--- src/uart_pkg.sv ---
package uart_pkg;

    // widths --------------------------------------------
    localparam int bus_width      = 32; // host data bus
    localparam int addr_width     = 4;  // byte address inside peripheral
    localparam int byte_width     = 8;  // one character
    localparam int baud_width     = 10; // baud divisor field
    localparam int prsc_width     = 3;  // prescaler select field
    localparam int bitcnt_width   = 4;  // frame bit counter
    localparam int prsc_cnt_width = 12; // prescaler counter, covers clk/4096

    typedef logic [bus_width-1:0]    bus_data_t;
    typedef logic [addr_width-1:0]   bus_addr_t;
    typedef logic [byte_width-1:0]   byte_t;
    typedef logic [baud_width-1:0]   baud_div_t; // bit lasts baud+1 ticks
    typedef logic [prsc_width-1:0]   prsc_sel_t;
    typedef logic [bitcnt_width-1:0] bit_cnt_t;

    // register map --------------------------------------
    localparam bus_addr_t ctrl_addr   = 4'h0;
    localparam bus_addr_t data_addr   = 4'h4;
    localparam int        reg_sel_bit = 2;  // only addr bit that decodes

    localparam int en_bit        = 0;  // r/w uart enable
    localparam int prsc_lsb      = 3;  // r/w prescaler select, 3 bits
    localparam int baud_lsb      = 6;  // r/w baud divisor, 10 bits
    localparam int rx_nempty_bit = 16; // r/- rx fifo not empty
    localparam int rx_half_bit   = 17; // r/- rx fifo at least half full
    localparam int rx_full_bit   = 18; // r/- rx fifo full
    localparam int tx_empty_bit  = 19; // r/- tx fifo empty
    localparam int tx_nhalf_bit  = 20; // r/- tx fifo below half
    localparam int tx_full_bit   = 21; // r/- tx fifo full
    localparam int rx_over_bit   = 30; // r/- rx overrun
    localparam int tx_busy_bit   = 31; // r/- transmitter busy or data pending

    // frame and buffers
    localparam int tx_frame_bits      = 11; // start + 8 data + stop + pause
    localparam int rx_frame_bits      = 10; // start + 8 data + stop
    localparam int fifo_depth_default = 4;

    typedef struct packed {
        logic      enable;
        prsc_sel_t prsc;
        baud_div_t baud;
    } uart_cfg_t; // 14 bits

    typedef struct packed {
        logic avail; // at least one entry
        logic half;  // at least half full
        logic free;  // at least one slot left
    } fifo_stat_t;

    typedef enum logic [1:0] {tx_off, tx_idle, tx_load, tx_send} tx_state_e;
    typedef enum logic [1:0] {rx_off, rx_idle, rx_recv} rx_state_e;

endpackage

--- src/uart_fifo.sv ---
`timescale 1ns/1ns

module uart_fifo import uart_pkg::*; #(
    parameter int depth = fifo_depth_default // entries, power of two, min 1
) (
    input  logic       clk_i,
    input  logic       rstn_i,
    input  logic       clear_i,  // sync clear, high active
    input  logic       we_i,     // push
    input  byte_t      wdata_i,
    input  logic       re_i,     // pop, data valid next cycle
    output byte_t      rdata_o,  // registered read data
    output fifo_stat_t stat_o
);
    localparam int pw = $clog2(depth) + 1;                  // pointer incl. wrap bit
    localparam int iw = (depth > 1) ? $clog2(depth) : 1;    // storage index width
    localparam logic [pw-1:0] idx_mask = pw'(depth - 1);    // strips wrap bit
    localparam logic [pw-1:0] half_lvl = pw'((depth + 1) / 2);

    byte_t         mem [depth];   // storage
    logic [pw-1:0] w_ptr;         // write pointer
    logic [pw-1:0] r_ptr;         // read pointer
    logic [pw-1:0] level;         // fill level
    logic [iw-1:0] w_idx;
    logic [iw-1:0] r_idx;
    logic          full;
    logic          empty;
    logic          do_we;         // accepted write
    logic          do_re;         // accepted read

    assign level = w_ptr - r_ptr;              // wrap bit makes full/empty distinct
    assign full  = (level == pw'(depth));
    assign empty = (level == '0);
    assign w_idx = iw'(w_ptr & idx_mask);
    assign r_idx = iw'(r_ptr & idx_mask);
    assign do_we = we_i & ~full;               // overflow ignored
    assign do_re = re_i & ~empty;              // underflow ignored

    // pointers ------------------------------------------
    always_ff @(posedge clk_i or negedge rstn_i) begin
        if (!rstn_i) begin
            w_ptr <= '0;
            r_ptr <= '0;
        end else if (clear_i) begin            // clear drops all entries
            w_ptr <= '0;
            r_ptr <= '0;
        end else begin
            if (do_we) w_ptr <= w_ptr + 1'b1;
            if (do_re) r_ptr <= r_ptr + 1'b1;
        end
    end

    // storage and sync read
    always_ff @(posedge clk_i) begin
        if (do_we && !clear_i) mem[w_idx] <= wdata_i;
        if (do_re) rdata_o <= mem[r_idx];      // holds until next pop
    end

    assign stat_o.avail = ~empty;
    assign stat_o.half  = (level >= half_lvl);
    assign stat_o.free  = ~full;

endmodule

--- src/uart_regs.sv ---
`timescale 1ns/1ns

module uart_regs import uart_pkg::*; (
    input  logic       clk_i,
    input  logic       rstn_i,
    // host bus
    input  bus_addr_t  addr_i,
    input  logic       wren_i,
    input  logic       rden_i,
    input  bus_data_t  data_i,
    output bus_data_t  data_o,     // zero while ack_o low
    output logic       ack_o,
    // configuration
    output uart_cfg_t  cfg_o,
    // tx fifo write side
    output logic       tx_we_o,
    output byte_t      tx_wdata_o,
    // rx fifo read side
    output logic       rx_re_o,
    input  byte_t      rx_rdata_i,
    // status sources
    input  fifo_stat_t tx_stat_i,
    input  fifo_stat_t rx_stat_i,
    input  logic       tx_busy_i,
    input  logic       rx_done_i   // rx fifo write strobe
);
    logic      sel_ctrl;   // control register addressed
    logic      sel_data;   // data register addressed
    logic      rden_q;     // read delayed for sync fifo read
    logic      rd_data_q;  // delayed read targets data register
    logic      rx_over;    // rx overrun flag
    bus_data_t ctrl_word;  // control/status read value

    assign sel_ctrl = (addr_i[reg_sel_bit] == ctrl_addr[reg_sel_bit]);
    assign sel_data = (addr_i[reg_sel_bit] == data_addr[reg_sel_bit]);

    assign tx_we_o    = wren_i & sel_data;           // push char to tx fifo
    assign tx_wdata_o = data_i[byte_width-1:0];
    assign rx_re_o    = rden_i & sel_data;           // pop char, lands next cycle

    // control register ----------------------------------
    always_ff @(posedge clk_i or negedge rstn_i) begin
        if (!rstn_i) begin
            cfg_o <= '0;
        end else if (wren_i && sel_ctrl) begin
            cfg_o.enable <= data_i[en_bit];
            cfg_o.prsc   <= data_i[prsc_lsb +: prsc_width];
            cfg_o.baud   <= data_i[baud_lsb +: baud_width];
        end
    end

    // status word, unused bits stay zero
    always_comb begin
        ctrl_word                              = '0;
        ctrl_word[en_bit]                      = cfg_o.enable;
        ctrl_word[prsc_lsb +: prsc_width]      = cfg_o.prsc;
        ctrl_word[baud_lsb +: baud_width]      = cfg_o.baud;
        ctrl_word[rx_nempty_bit]               = rx_stat_i.avail;
        ctrl_word[rx_half_bit]                 = rx_stat_i.half;
        ctrl_word[rx_full_bit]                 = ~rx_stat_i.free;
        ctrl_word[tx_empty_bit]                = ~tx_stat_i.avail;
        ctrl_word[tx_nhalf_bit]                = ~tx_stat_i.half;
        ctrl_word[tx_full_bit]                 = ~tx_stat_i.free;
        ctrl_word[rx_over_bit]                 = rx_over;
        ctrl_word[tx_busy_bit]                 = tx_busy_i | tx_stat_i.avail; // engine or queue
    end

    // read path and acknowledge -------------------------
    always_ff @(posedge clk_i or negedge rstn_i) begin
        if (!rstn_i) begin
            rden_q    <= 1'b0;
            rd_data_q <= 1'b0;
            ack_o     <= 1'b0;
            data_o    <= '0;
        end else begin
            rden_q    <= rden_i;                     // wait for fifo read data
            rd_data_q <= sel_data;
            ack_o     <= wren_i | rden_q;            // write +1, read +2
            data_o    <= '0;
            if (rden_q) begin
                if (rd_data_q) data_o <= bus_data_t'(rx_rdata_i);
                else           data_o <= ctrl_word;
            end
        end
    end

    // overrun: char received while rx fifo full
    always_ff @(posedge clk_i or negedge rstn_i) begin
        if (!rstn_i) begin
            rx_over <= 1'b0;
        end else if (rx_re_o || !cfg_o.enable) begin // data read or disable clears
            rx_over <= 1'b0;
        end else if (rx_done_i && !rx_stat_i.free) begin
            rx_over <= 1'b1;
        end
    end

endmodule

--- src/uart_prescaler.sv ---
`timescale 1ns/1ns

module uart_prescaler import uart_pkg::*; (
    input  logic      clk_i,
    input  logic      rstn_i,
    input  uart_cfg_t cfg_i,
    output logic      tick_o   // one cycle per prescaler period
);
    logic [prsc_cnt_width-1:0] cnt;   // free running while enabled
    logic                      tap;   // selected counter bit
    logic                      tap_q; // tap of last cycle

    // tap bit k rises every 2^(k+1) clocks
    always_comb begin
        case (cfg_i.prsc)
            3'd0:    tap = cnt[0];   // clk/2
            3'd1:    tap = cnt[1];   // clk/4
            3'd2:    tap = cnt[2];   // clk/8
            3'd3:    tap = cnt[5];   // clk/64
            3'd4:    tap = cnt[6];   // clk/128
            3'd5:    tap = cnt[9];   // clk/1024
            3'd6:    tap = cnt[10];  // clk/2048
            default: tap = cnt[11];  // clk/4096
        endcase
    end

    always_ff @(posedge clk_i or negedge rstn_i) begin
        if (!rstn_i) begin
            cnt   <= '0;
            tap_q <= 1'b0;
        end else if (!cfg_i.enable) begin // held while disabled
            cnt   <= '0;
            tap_q <= 1'b0;
        end else begin
            cnt   <= cnt + 1'b1;
            tap_q <= tap;
        end
    end

    assign tick_o = tap & ~tap_q;         // rising edge of tap
endmodule

--- src/uart_tx.sv ---
`timescale 1ns/1ns

module uart_tx import uart_pkg::*; (
    input  logic       clk_i,
    input  logic       rstn_i,
    input  uart_cfg_t  cfg_i,
    input  logic       tick_i,   // baud tick from prescaler
    input  fifo_stat_t stat_i,   // tx fifo flags
    input  byte_t      rdata_i,  // tx fifo read data
    output logic       re_o,     // tx fifo pop
    output logic       busy_o,
    output logic       txd_o     // serial line, idle high
);
    tx_state_e           state;
    logic [byte_width:0] sreg;     // data and start bit, lsb on line
    bit_cnt_t            bitcnt;   // bits left in frame
    baud_div_t           baudcnt;  // ticks left in current bit
    logic                bit_end;  // last tick of a bit

    assign bit_end = (state == tx_send) && tick_i && (baudcnt == '0) && (bitcnt != '0);

    // frame FSM -----------------------------------------
    always_ff @(posedge clk_i or negedge rstn_i) begin
        if (!rstn_i) begin
            state   <= tx_off;
            bitcnt  <= '0;
            baudcnt <= '0;
        end else if (!cfg_i.enable) begin
            state   <= tx_off;                     // disable aborts any frame
        end else begin
            unique case (state)
                tx_off: begin
                    state <= tx_idle;
                end
                tx_idle: begin                     // wait for a char
                    baudcnt <= cfg_i.baud;
                    bitcnt  <= bit_cnt_t'(tx_frame_bits);
                    if (stat_i.avail) state <= tx_load;
                end
                tx_load: begin                     // fifo data valid now
                    state <= tx_send;
                end
                tx_send: begin
                    if (bitcnt == '0) begin        // pause bit done
                        state <= tx_idle;
                    end else if (tick_i) begin
                        if (baudcnt == '0) begin
                            baudcnt <= cfg_i.baud;
                            bitcnt  <= bitcnt - 1'b1;
                        end else begin
                            baudcnt <= baudcnt - 1'b1;
                        end
                    end
                end
                default: begin
                    state <= tx_off;
                end
            endcase
        end
    end

    // shift register
    always_ff @(posedge clk_i) begin
        if (state == tx_load) begin
            sreg <= {rdata_i, 1'b0};               // char behind start bit
        end else if (bit_end) begin
            sreg <= {1'b1, sreg[byte_width:1]};    // ones give stop and pause
        end
    end

    assign re_o   = (state == tx_idle) & stat_i.avail;
    assign busy_o = (state == tx_load) | (state == tx_send);
    assign txd_o  = (state == tx_send) ? sreg[0] : 1'b1; // lsb first

endmodule

--- src/uart_rx.sv ---
`timescale 1ns/1ns

module uart_rx import uart_pkg::*; (
    input  logic      clk_i,
    input  logic      rstn_i,
    input  uart_cfg_t cfg_i,
    input  logic      tick_i,   // baud tick from prescaler
    input  logic      rxd_i,    // async serial line
    output logic      done_o,   // one cycle, char valid
    output byte_t     data_o
);
    logic [2:0]               sync;     // [2] clk domain, [1:0] tick domain
    rx_state_e                state;
    logic [rx_frame_bits-1:0] sreg;     // stop, data, start after full frame
    bit_cnt_t                 bitcnt;   // samples left
    baud_div_t                baudcnt;  // ticks to next sample
    logic                     bit_end;  // sample point

    assign bit_end = (state == rx_recv) && tick_i && (baudcnt == '0) && (bitcnt != '0);

    // input synchroniser
    always_ff @(posedge clk_i or negedge rstn_i) begin
        if (!rstn_i) begin
            sync <= '1;                                // line idles high
        end else begin
            sync[2] <= rxd_i;
            if (tick_i) sync[1:0] <= sync[2:1];
        end
    end

    // receive FSM ---------------------------------------
    always_ff @(posedge clk_i or negedge rstn_i) begin
        if (!rstn_i) begin
            state   <= rx_off;
            bitcnt  <= '0;
            baudcnt <= '0;
            done_o  <= 1'b0;
        end else begin
            done_o <= 1'b0;
            if (!cfg_i.enable) begin
                state <= rx_off;
            end else begin
                unique case (state)
                    rx_off: begin
                        state <= rx_idle;
                    end
                    rx_idle: begin
                        baudcnt <= cfg_i.baud >> 1;    // half bit, hit bit centre
                        bitcnt  <= bit_cnt_t'(rx_frame_bits);
                        if (sync[1:0] == 2'b01) state <= rx_recv; // falling edge
                    end
                    rx_recv: begin
                        if (bitcnt == '0) begin        // stop bit sampled
                            done_o <= 1'b1;
                            state  <= rx_idle;
                        end else if (tick_i) begin
                            if (baudcnt == '0) begin
                                baudcnt <= cfg_i.baud;
                                bitcnt  <= bitcnt - 1'b1;
                            end else begin
                                baudcnt <= baudcnt - 1'b1;
                            end
                        end
                    end
                    default: begin
                        state <= rx_off;
                    end
                endcase
            end
        end
    end

    // sample shift, lsb arrives first
    always_ff @(posedge clk_i) begin
        if (bit_end) sreg <= {sync[2], sreg[rx_frame_bits-1:1]};
    end

    assign data_o = sreg[byte_width:1];                // drop start and stop

endmodule

--- src/uart_top.sv ---
`timescale 1ns/1ns

module uart_top import uart_pkg::*; (
    input  logic      clk_i,
    input  logic      rstn_i,
    input  bus_addr_t addr_i,
    input  logic      wren_i,
    input  logic      rden_i,
    input  bus_data_t data_i,
    output bus_data_t data_o,
    output logic      ack_o,
    output logic      uart_txd_o,
    input  logic      uart_rxd_i
);
    uart_cfg_t  cfg;       // control register fields
    logic       tick;      // baud tick
    logic       tx_we;     // host -> tx fifo
    byte_t      tx_wdata;
    logic       tx_re;     // tx fifo -> engine
    byte_t      tx_rdata;
    fifo_stat_t tx_stat;
    logic       tx_busy;
    logic       rx_done;   // engine -> rx fifo
    byte_t      rx_byte;
    logic       rx_re;     // rx fifo -> host
    byte_t      rx_rdata;
    fifo_stat_t rx_stat;

    // host side -----------------------------------------
    uart_regs u_regs (
        .clk_i, .rstn_i,
        .addr_i, .wren_i, .rden_i, .data_i, .data_o, .ack_o,
        .cfg_o      (cfg),
        .tx_we_o    (tx_we),
        .tx_wdata_o (tx_wdata),
        .rx_re_o    (rx_re),
        .rx_rdata_i (rx_rdata),
        .tx_stat_i  (tx_stat),
        .rx_stat_i  (rx_stat),
        .tx_busy_i  (tx_busy),
        .rx_done_i  (rx_done)
    );

    uart_prescaler u_prescaler (.clk_i, .rstn_i, .cfg_i(cfg), .tick_o(tick));

    // transmit path -------------------------------------
    uart_fifo #(.depth(fifo_depth_default)) u_tx_fifo (
        .clk_i, .rstn_i,
        .clear_i (~cfg.enable),    // flushed while disabled
        .we_i    (tx_we),
        .wdata_i (tx_wdata),
        .re_i    (tx_re),
        .rdata_o (tx_rdata),
        .stat_o  (tx_stat)
    );

    uart_tx u_tx (
        .clk_i, .rstn_i, .cfg_i(cfg), .tick_i(tick),
        .stat_i(tx_stat), .rdata_i(tx_rdata),
        .re_o(tx_re), .busy_o(tx_busy), .txd_o(uart_txd_o)
    );

    // receive path --------------------------------------
    uart_rx u_rx (
        .clk_i, .rstn_i, .cfg_i(cfg), .tick_i(tick),
        .rxd_i(uart_rxd_i), .done_o(rx_done), .data_o(rx_byte)
    );

    uart_fifo #(.depth(fifo_depth_default)) u_rx_fifo (
        .clk_i, .rstn_i,
        .clear_i (~cfg.enable),
        .we_i    (rx_done),        // full fifo drops char
        .wdata_i (rx_byte),
        .re_i    (rx_re),
        .rdata_o (rx_rdata),
        .stat_o  (rx_stat)
    );

endmodule

--- config.mk ---
export PLATFORM = sky130hd
export DESIGN_NAME = uart_top
export DESIGN_NICKNAME = d
export VERILOG_FILES = /design/src/uart_pkg.sv /design/src/uart_fifo.sv /design/src/uart_regs.sv /design/src/uart_prescaler.sv /design/src/uart_tx.sv /design/src/uart_rx.sv /design/src/uart_top.sv
export SDC_FILE = /design/constraint.sdc
export NUM_CORES = 1
export LEC_CHECK = 0
export BUFFER_PORTS_ARGS = -buffer_cell sky130_fd_sc_hd__buf_2
export CELL_PAD_IN_SITES_DETAIL_PLACEMENT = 0
export CELL_PAD_IN_SITES_GLOBAL_PLACEMENT = 1
export CORE_MARGIN = 2
export CORE_UTILIZATION = 32
export CTS_CLUSTER_SIZE = 20
export DETAILED_ROUTE_END_ITERATION = 8
export HOLD_SLACK_MARGIN = 0.12
export PLACE_DENSITY_LB_ADDON = 0.05
export SETUP_SLACK_MARGIN = 0.3
export SYNTH_ARGS = -nofsm -noshare
export SYNTH_HDL_FRONTEND = slang
export SYNTH_HIERARCHICAL = 1
export SYNTH_SLANG_ARGS = --single-unit
--- constraint.sdc ---
create_clock -name clk_i -period 3.6 [get_ports clk_i]
set_input_delay 0.18 -clock clk_i [delete_from_list [all_inputs] [get_ports clk_i]]
set_output_delay 0.18 -clock clk_i [all_outputs]
set_load 0.05 [all_outputs]
# Yosys cells after proc, flatten, opt, wreduce, memory -nomap -nowiden

Memory sizes are Yosys's and may differ from the RTL's. A register that Yosys moved wholly into a read port is not among the register bits.
Cells that the tools add are included.

Reductions and logical operators: 33
Add/sub/neg operators: 11
Eq/ne operators: 28
$lt $le $gt $ge: 2
Muxes and demuxes: 49
Bitwise gates (word level): 18

Operators by type and width:

| operator                                               | count |
|---|---|
| two-way mux 32 bit                                     | 2 |
| two-way mux 10 bit                                     | 6 |
| one-hot mux 10 bit (2 select lines)                    | 2 |
| two-way mux 3 bit                                      | 8 |
| two-way mux 4 bit                                      | 6 |
| logical NOT 10 bit                                     | 2 |
| subtractor 10 x 1 -> 10 bit (second input constant)    | 2 |
| two-way mux 9 bit                                      | 2 |
| one-hot mux 4 bit (2 select lines)                     | 2 |
| equality test 3 bit (second input constant)            | 5 |
| adder 12 x 1 -> 12 bit (second input constant)         | 1 |
| adder 3 x 1 -> 3 bit (second input constant)           | 4 |
| two-way mux 12 bit                                     | 1 |
| two-way mux 2 bit                                      | 6 |
| inequality test 2 x 1 -> 1 bit (second input constant) | 6 |
| two-way mux 1 bit                                      | 11 |
| logical AND 1 bit                                      | 10 |
| AND reduction 5 bit                                    | 2 |
| logical NOT 3 bit                                      | 3 |
| inequality test 3 bit (second input constant)          | 3 |
| AND 1 bit                                              | 8 |
| logical NOT 4 bit                                      | 2 |
| inequality test 2 bit (second input constant)          | 4 |
| one-hot mux 2 bit (4 select lines)                     | 1 |
| other kinds (19)                                       | 42 |

Bits of input ports: 41
Memory bits (writable): 64
Output and inout bits: 34
Memories: 2
Logic and storage cells: 169
Flip-flop bits (word level): 130

Memories:

| name          | words | width | rd ports | clocked after Yosys merged registers in | wr ports | line            | source |
|---|---|---|---|---|---|---|---|
| u_rx_fifo.mem | 4     | 8     | 1        | 1                                       | 1        | uart_fifo.sv:20 | `byte_t mem [depth];` |
| u_tx_fifo.mem | 4     | 8     | 1        | 1                                       | 1        | uart_fifo.sv:20 |  |

# Depth between registers and ports, before layout

Depth after elaboration: 8
Gate-level depth with buffers: 9
Depth with buffers taken out: 9

# Hierarchy

The synthesis kept the hierarchy.

By module, submodules not included:

| module                 | cells an instance | sequential area each (um^2) | area each (um^2) | instances |
|---|---|---|---|---|
| uart_fifo at u_tx_fifo | 101               | 1351.3                      | 1931.9           | 1 |
| uart_fifo at u_rx_fifo | 101               | 1351.3                      | 1930.6           | 1 |
| uart_regs              | 118               | 1051.0                      | 1674.1           | 1 |
| uart_rx                | 163               | 774.5                       | 1649.1           | 1 |
| uart_tx                | 155               | 660.6                       | 1514.0           | 1 |
| uart_prescaler         | 68                | 325.3                       | 685.7            | 1 |
| uart_top               | 1                 | 0.0                         | 3.8              | 1 |

# Least setup slack after synthesis

OpenSTA, ideal clock, no wires.

Path kind: register -> register
Start: register u_rx_fifo.w_ptr[0]
End: memory u_rx_fifo/mem[3][0] (netlist bit) (enable)
Arrival: 2.219 ns
Clock period less this slack: 2.604 ns
Stages on the path, launching flop included: 7
Path buffers: 0
Library setup time: 0.385 ns
Required time: 3.215 ns
Slack: 0.996 ns
Cells stage by stage: dfrtp_1 inv_1 ha_1 fa_1 xnor3_2 o21ai_0 nor3b_1

Cells in the longest elaborated chain, start to end: 7

RTL lines:

| item                                    | line            | source |
|---|---|---|
| start, declared                         | uart_fifo.sv:21 | `logic [pw-1:0] w_ptr;` |
| start signal, assigned                  | uart_fifo.sv:48 | `if (do_we) w_ptr <= w_ptr + 1'b1;` |
| subtractor 3 bit                        | uart_fifo.sv:31 | `assign level = w_ptr - r_ptr;` |
| equality test 3 bit                     | uart_fifo.sv:32 | `assign full = (level == pw'(depth));` |
| inverter 1 bit                          | uart_fifo.sv:36 | `assign do_we = we_i & ~full;` |
| AND 1 bit                               | uart_fifo.sv:36 |  |
| logical AND 1 bit                       | uart_fifo.sv:55 | `if (do_we && !clear_i) mem[w_idx] <= wdata_i;` |
| two-way mux 1 bit                       | uart_fifo.sv:55 |  |
| two-way mux 1 bit (implied by the code) | uart_fifo.sv:55 |  |
| end, declared                           | uart_fifo.sv:20 |  |

Parallel ways exist; a longest one is shown, timed or not.

==> run_results.csv <==
group,metric,value,unit
run_status,outcome,"completed",
setup_path,cp-start-kind,"register",
grt,grt_use_total,0.140,
grt,grt_max_degree,54,
synthesis,synthDominantAreaCellType,"edfxtp_1",
drt,routedWlPerCell,17.6,um
finish,area_growth,16.4,%
synthesis,syn_area,0.00939,mm2
clock_network,clkTransAtPathRegs,0.06,ns
drt,drt_iter0_markers,308,
timing,setup_slack,0.815,ns
timing,fin_tns_setup,0,ns
setup_path,crit_path_end_kind,"register",
finish,fill_cells,2734,
synthesis,yosysUniqueCellTypes,83,
clock_network,post_cts_resized,0,
drt,m1WireLength,9660,um
place,placed_cells,1110,
drt,antenna_left,0,
synthesis,synthTopCellsByArea,"edfxtp_1, dfrtp_1, mux4_2",
grt,antenna_found_initial,1,
timing,hold_violations,0,
floorplan,fp.dieArea,0.0307,mm2
synthesis,synth_top_family_by_area,"simple AND/OR/NAND/NOR gates",
clock_network,post_cts_buffers,0,
timing,tightest_slew,1.05,ns
timing,skew,0.0226,ns
timing,grt_setup_unrepaired,"no",
finish,ff_latch_area,0.00551,mm2
finish,nNetsFinal,843,
clock_network,clk_path_buf_depth,3,
synthesis,synth_compound_area_frac,0.0965,
grt,overflow,0,
clock_network,htree_levels,1,
grt,grt_pass1_wl,33800,um
synthesis,synthCells,707,
timing,setup_viol,0,
worst_hold_path,hp-class,"in2async",
power_and_ir_drop,total_power,6680,uW
floorplan,fp-row-count,62,
synthesis,yosys_warnings,6,
clock_network,insertion_delay,0.52,ns
clock_network,cts.sinks,201,
synthesis,synth_ff_type,"dfrtp_1",
floorplan,fp.dieW,175,um
drt,avgViaCountPerCell,4.86,
synthesis,yosys.area_share.simple,0.119,
floorplan,io_pins,75,
drt,firstDrtPassIters,4,
place,gp_congestion,0.746,
timing,drv_slew,0,
synthesis,synth_xor_area_frac,0.0139,
drt,wirelength,20800,um
setup_path,crit_fanout,10,
grt,grt_pass1_vias,5996,
clock_network,cts_tree,"yes",
synthesis,syn_area_per_cell,13.3,um2
synthesis,synth_edf_count,97,
drt,met2_length,10100,um
clock_network,numCtsBuffers,25,
finish,multiInputGateArea,0.00343,mm2
drt,route.detailed.drc,0,
power_and_ir_drop,peakVddDrop,366,uV
synthesis,async_reset_ff_frac,0.512,
place,dp_worst_setup_slack,0.839,ns
synthesis,synth_top_area_frac,0.310,
synthesis,synthMuxAreaShare,0.0925,
floorplan,die_y,175,um
place,placed_cell_area,0.00993,mm2
synthesis,synth_common_cells,"dfrtp_1, edfxtp_1, nor2_1",
setup_path,worstPathRequired,4.00,ns
timing,timing.slew.headroom,0.299,
run,max_cap_viol_count,0,
power_and_ir_drop,powerDensity,611,mW/mm2
synthesis,post-synth-top-count-cell,"dfrtp_1",
clock_network,cts_root_buf,"clkbuf_16",
power_and_ir_drop,p_leak,0.00434,uW
timing,layout_min_cycle_time,2.79,ns
synthesis,ys_ff_latch,201,
place,dpl.hpwl,14300,um
floorplan,core,0.0288,mm2
drt,highest_layer,"met4",
timing,fmax,359,MHz
setup_path,critPathKind,"reg2reg",
finish,design_area,0.0109,mm2
floorplan,initial_utilization,0.326,
synthesis,ys_seq_area_frac,0.587,
synthesis,synth_fa_ha_area_frac,0.0389,
setup_path,cp.arrival,3.18,ns
drt,dr_total_vias,5729,
finish,drive_gt1_frac,0.212,
timing,fin_crit_sh,0.774,
drt,dr_wl_met3,592,um
finish,final_cells,1178,
place,io_buffers,47,
==> per-stage QoR <==
stage | hold WS [ns] | util
6_report | 0.270 | 0.380
5_1_grt | 0.281 | 0.380
4_1_cts | 0.257 | 0.380
3_5_place_dp | 0.290 | 0.345
3_3_place_gp | 0.287 | 0.345
2_1_floorplan | -0.116 | -
==> per-layer routing <==
metal	GRT usage	vias up
met1	0.191	2909
met2	0.233	73
met4	0.0344	0
met3	0.0225	25
met5	0	-
li1	-	2722
==> area by class of cell <==
class	instances	area share
Tap cell	384	0.0440
Multi-Input combinational cell	427	0.314
Sequential cell	201	0.504
Clock buffer	31	0.0602
Clock inverter	15	0.0120
Inverter	34	0.0117
Antenna cell	1	0.000229
Timing Repair Buffer	85	0.0538
==> logic make-up (layout without fill, tap and decap cells) <==
logic type,count (synthesis),in the layout
buffers and inverters,86,165
multiplexers,59,59
XOR/XNOR,8,8
other,1,9
AND/OR/NAND/NOR,202,202
adder cells (fa/ha/maj),28,28
AO/OA/AOI/OAI,122,122
flip-flops,201,201
==> power breakdown <==
part	switching [uW]	internal (uW)	leakage, uW	total, uW
clock	945	1440	0.000390	2380
sequential	276	2670	0.00219	2940
combinational	822	531	0.00176	1350
==> final timing paths <==
path                                     from                  to  slack (ns)  depth (start not counted)
setup / recovery           u_tx_fifo/w_ptr[0]  u_tx_fifo/r_ptr[0]        0.81                          8
hold / removal                         rstn_i    u_regs/data_o[6]        0.27                          2
setup reg to reg           u_tx_fifo/w_ptr[0]  u_tx_fifo/r_ptr[0]        0.81                          8
hold reg to reg                  u_rx/sreg[9]        u_rx/sreg[8]        0.43                          0
max in group asynchronous              rstn_i     u_tx/baudcnt[8]        2.55                          3
min in group clk_i                 uart_rxd_i        u_rx/sync[2]        0.30                          2
==> layout by cell type, fill, tap and decap left out, drive strengths merged, types with 9 or more instances in the layout <==
master and count:
and2 17, nand3 16, ha 26, or3 9
dfrtp 100, clkbuf 31, mux2 26, a21oi 20
mux2i 17, nor3 13, o21ai 25, nand2 36
mux4 16, nor3b 10, edfxtp 97, dlygate4sd3 21
nor2b 16, inv 35, nor2 37, nand2b 14
buf 64, clkinv 11
==> critical path: stages, from the launching register on <==
cell	delay, ns
dfrtp_1	0.39
inv_1	0.11
ha_1	0.22
fa_1	0.48
and2_1	0.26
nand2_1	0.21
and2_1	0.22
a21boi_4	0.41
mux2_4	0.33
==> what timing repair did <==
action | 4_1_cts | 5_1_grt
setup endpoints to repair | 0 | 0
hold buffers | 21 | 0
hold endpoints to repair | 100 | 0
==> flip-flops by register name, summed over array words and instances, names as in the netlist, 8 cells and up <==
register,count
u_tx_fifo/rdata_o,8
u_rx/sreg,9
u_regs/cfg_o,14
u_rx_fifo/mem,32
u_tx_fifo/mem,32
u_rx/baudcnt,10
u_regs/data_o,24
u_tx/sreg,9
u_prescaler/cnt,12
u_rx_fifo/rdata_o,8
u_tx/baudcnt,10
(Power assumes the default switching activity.)
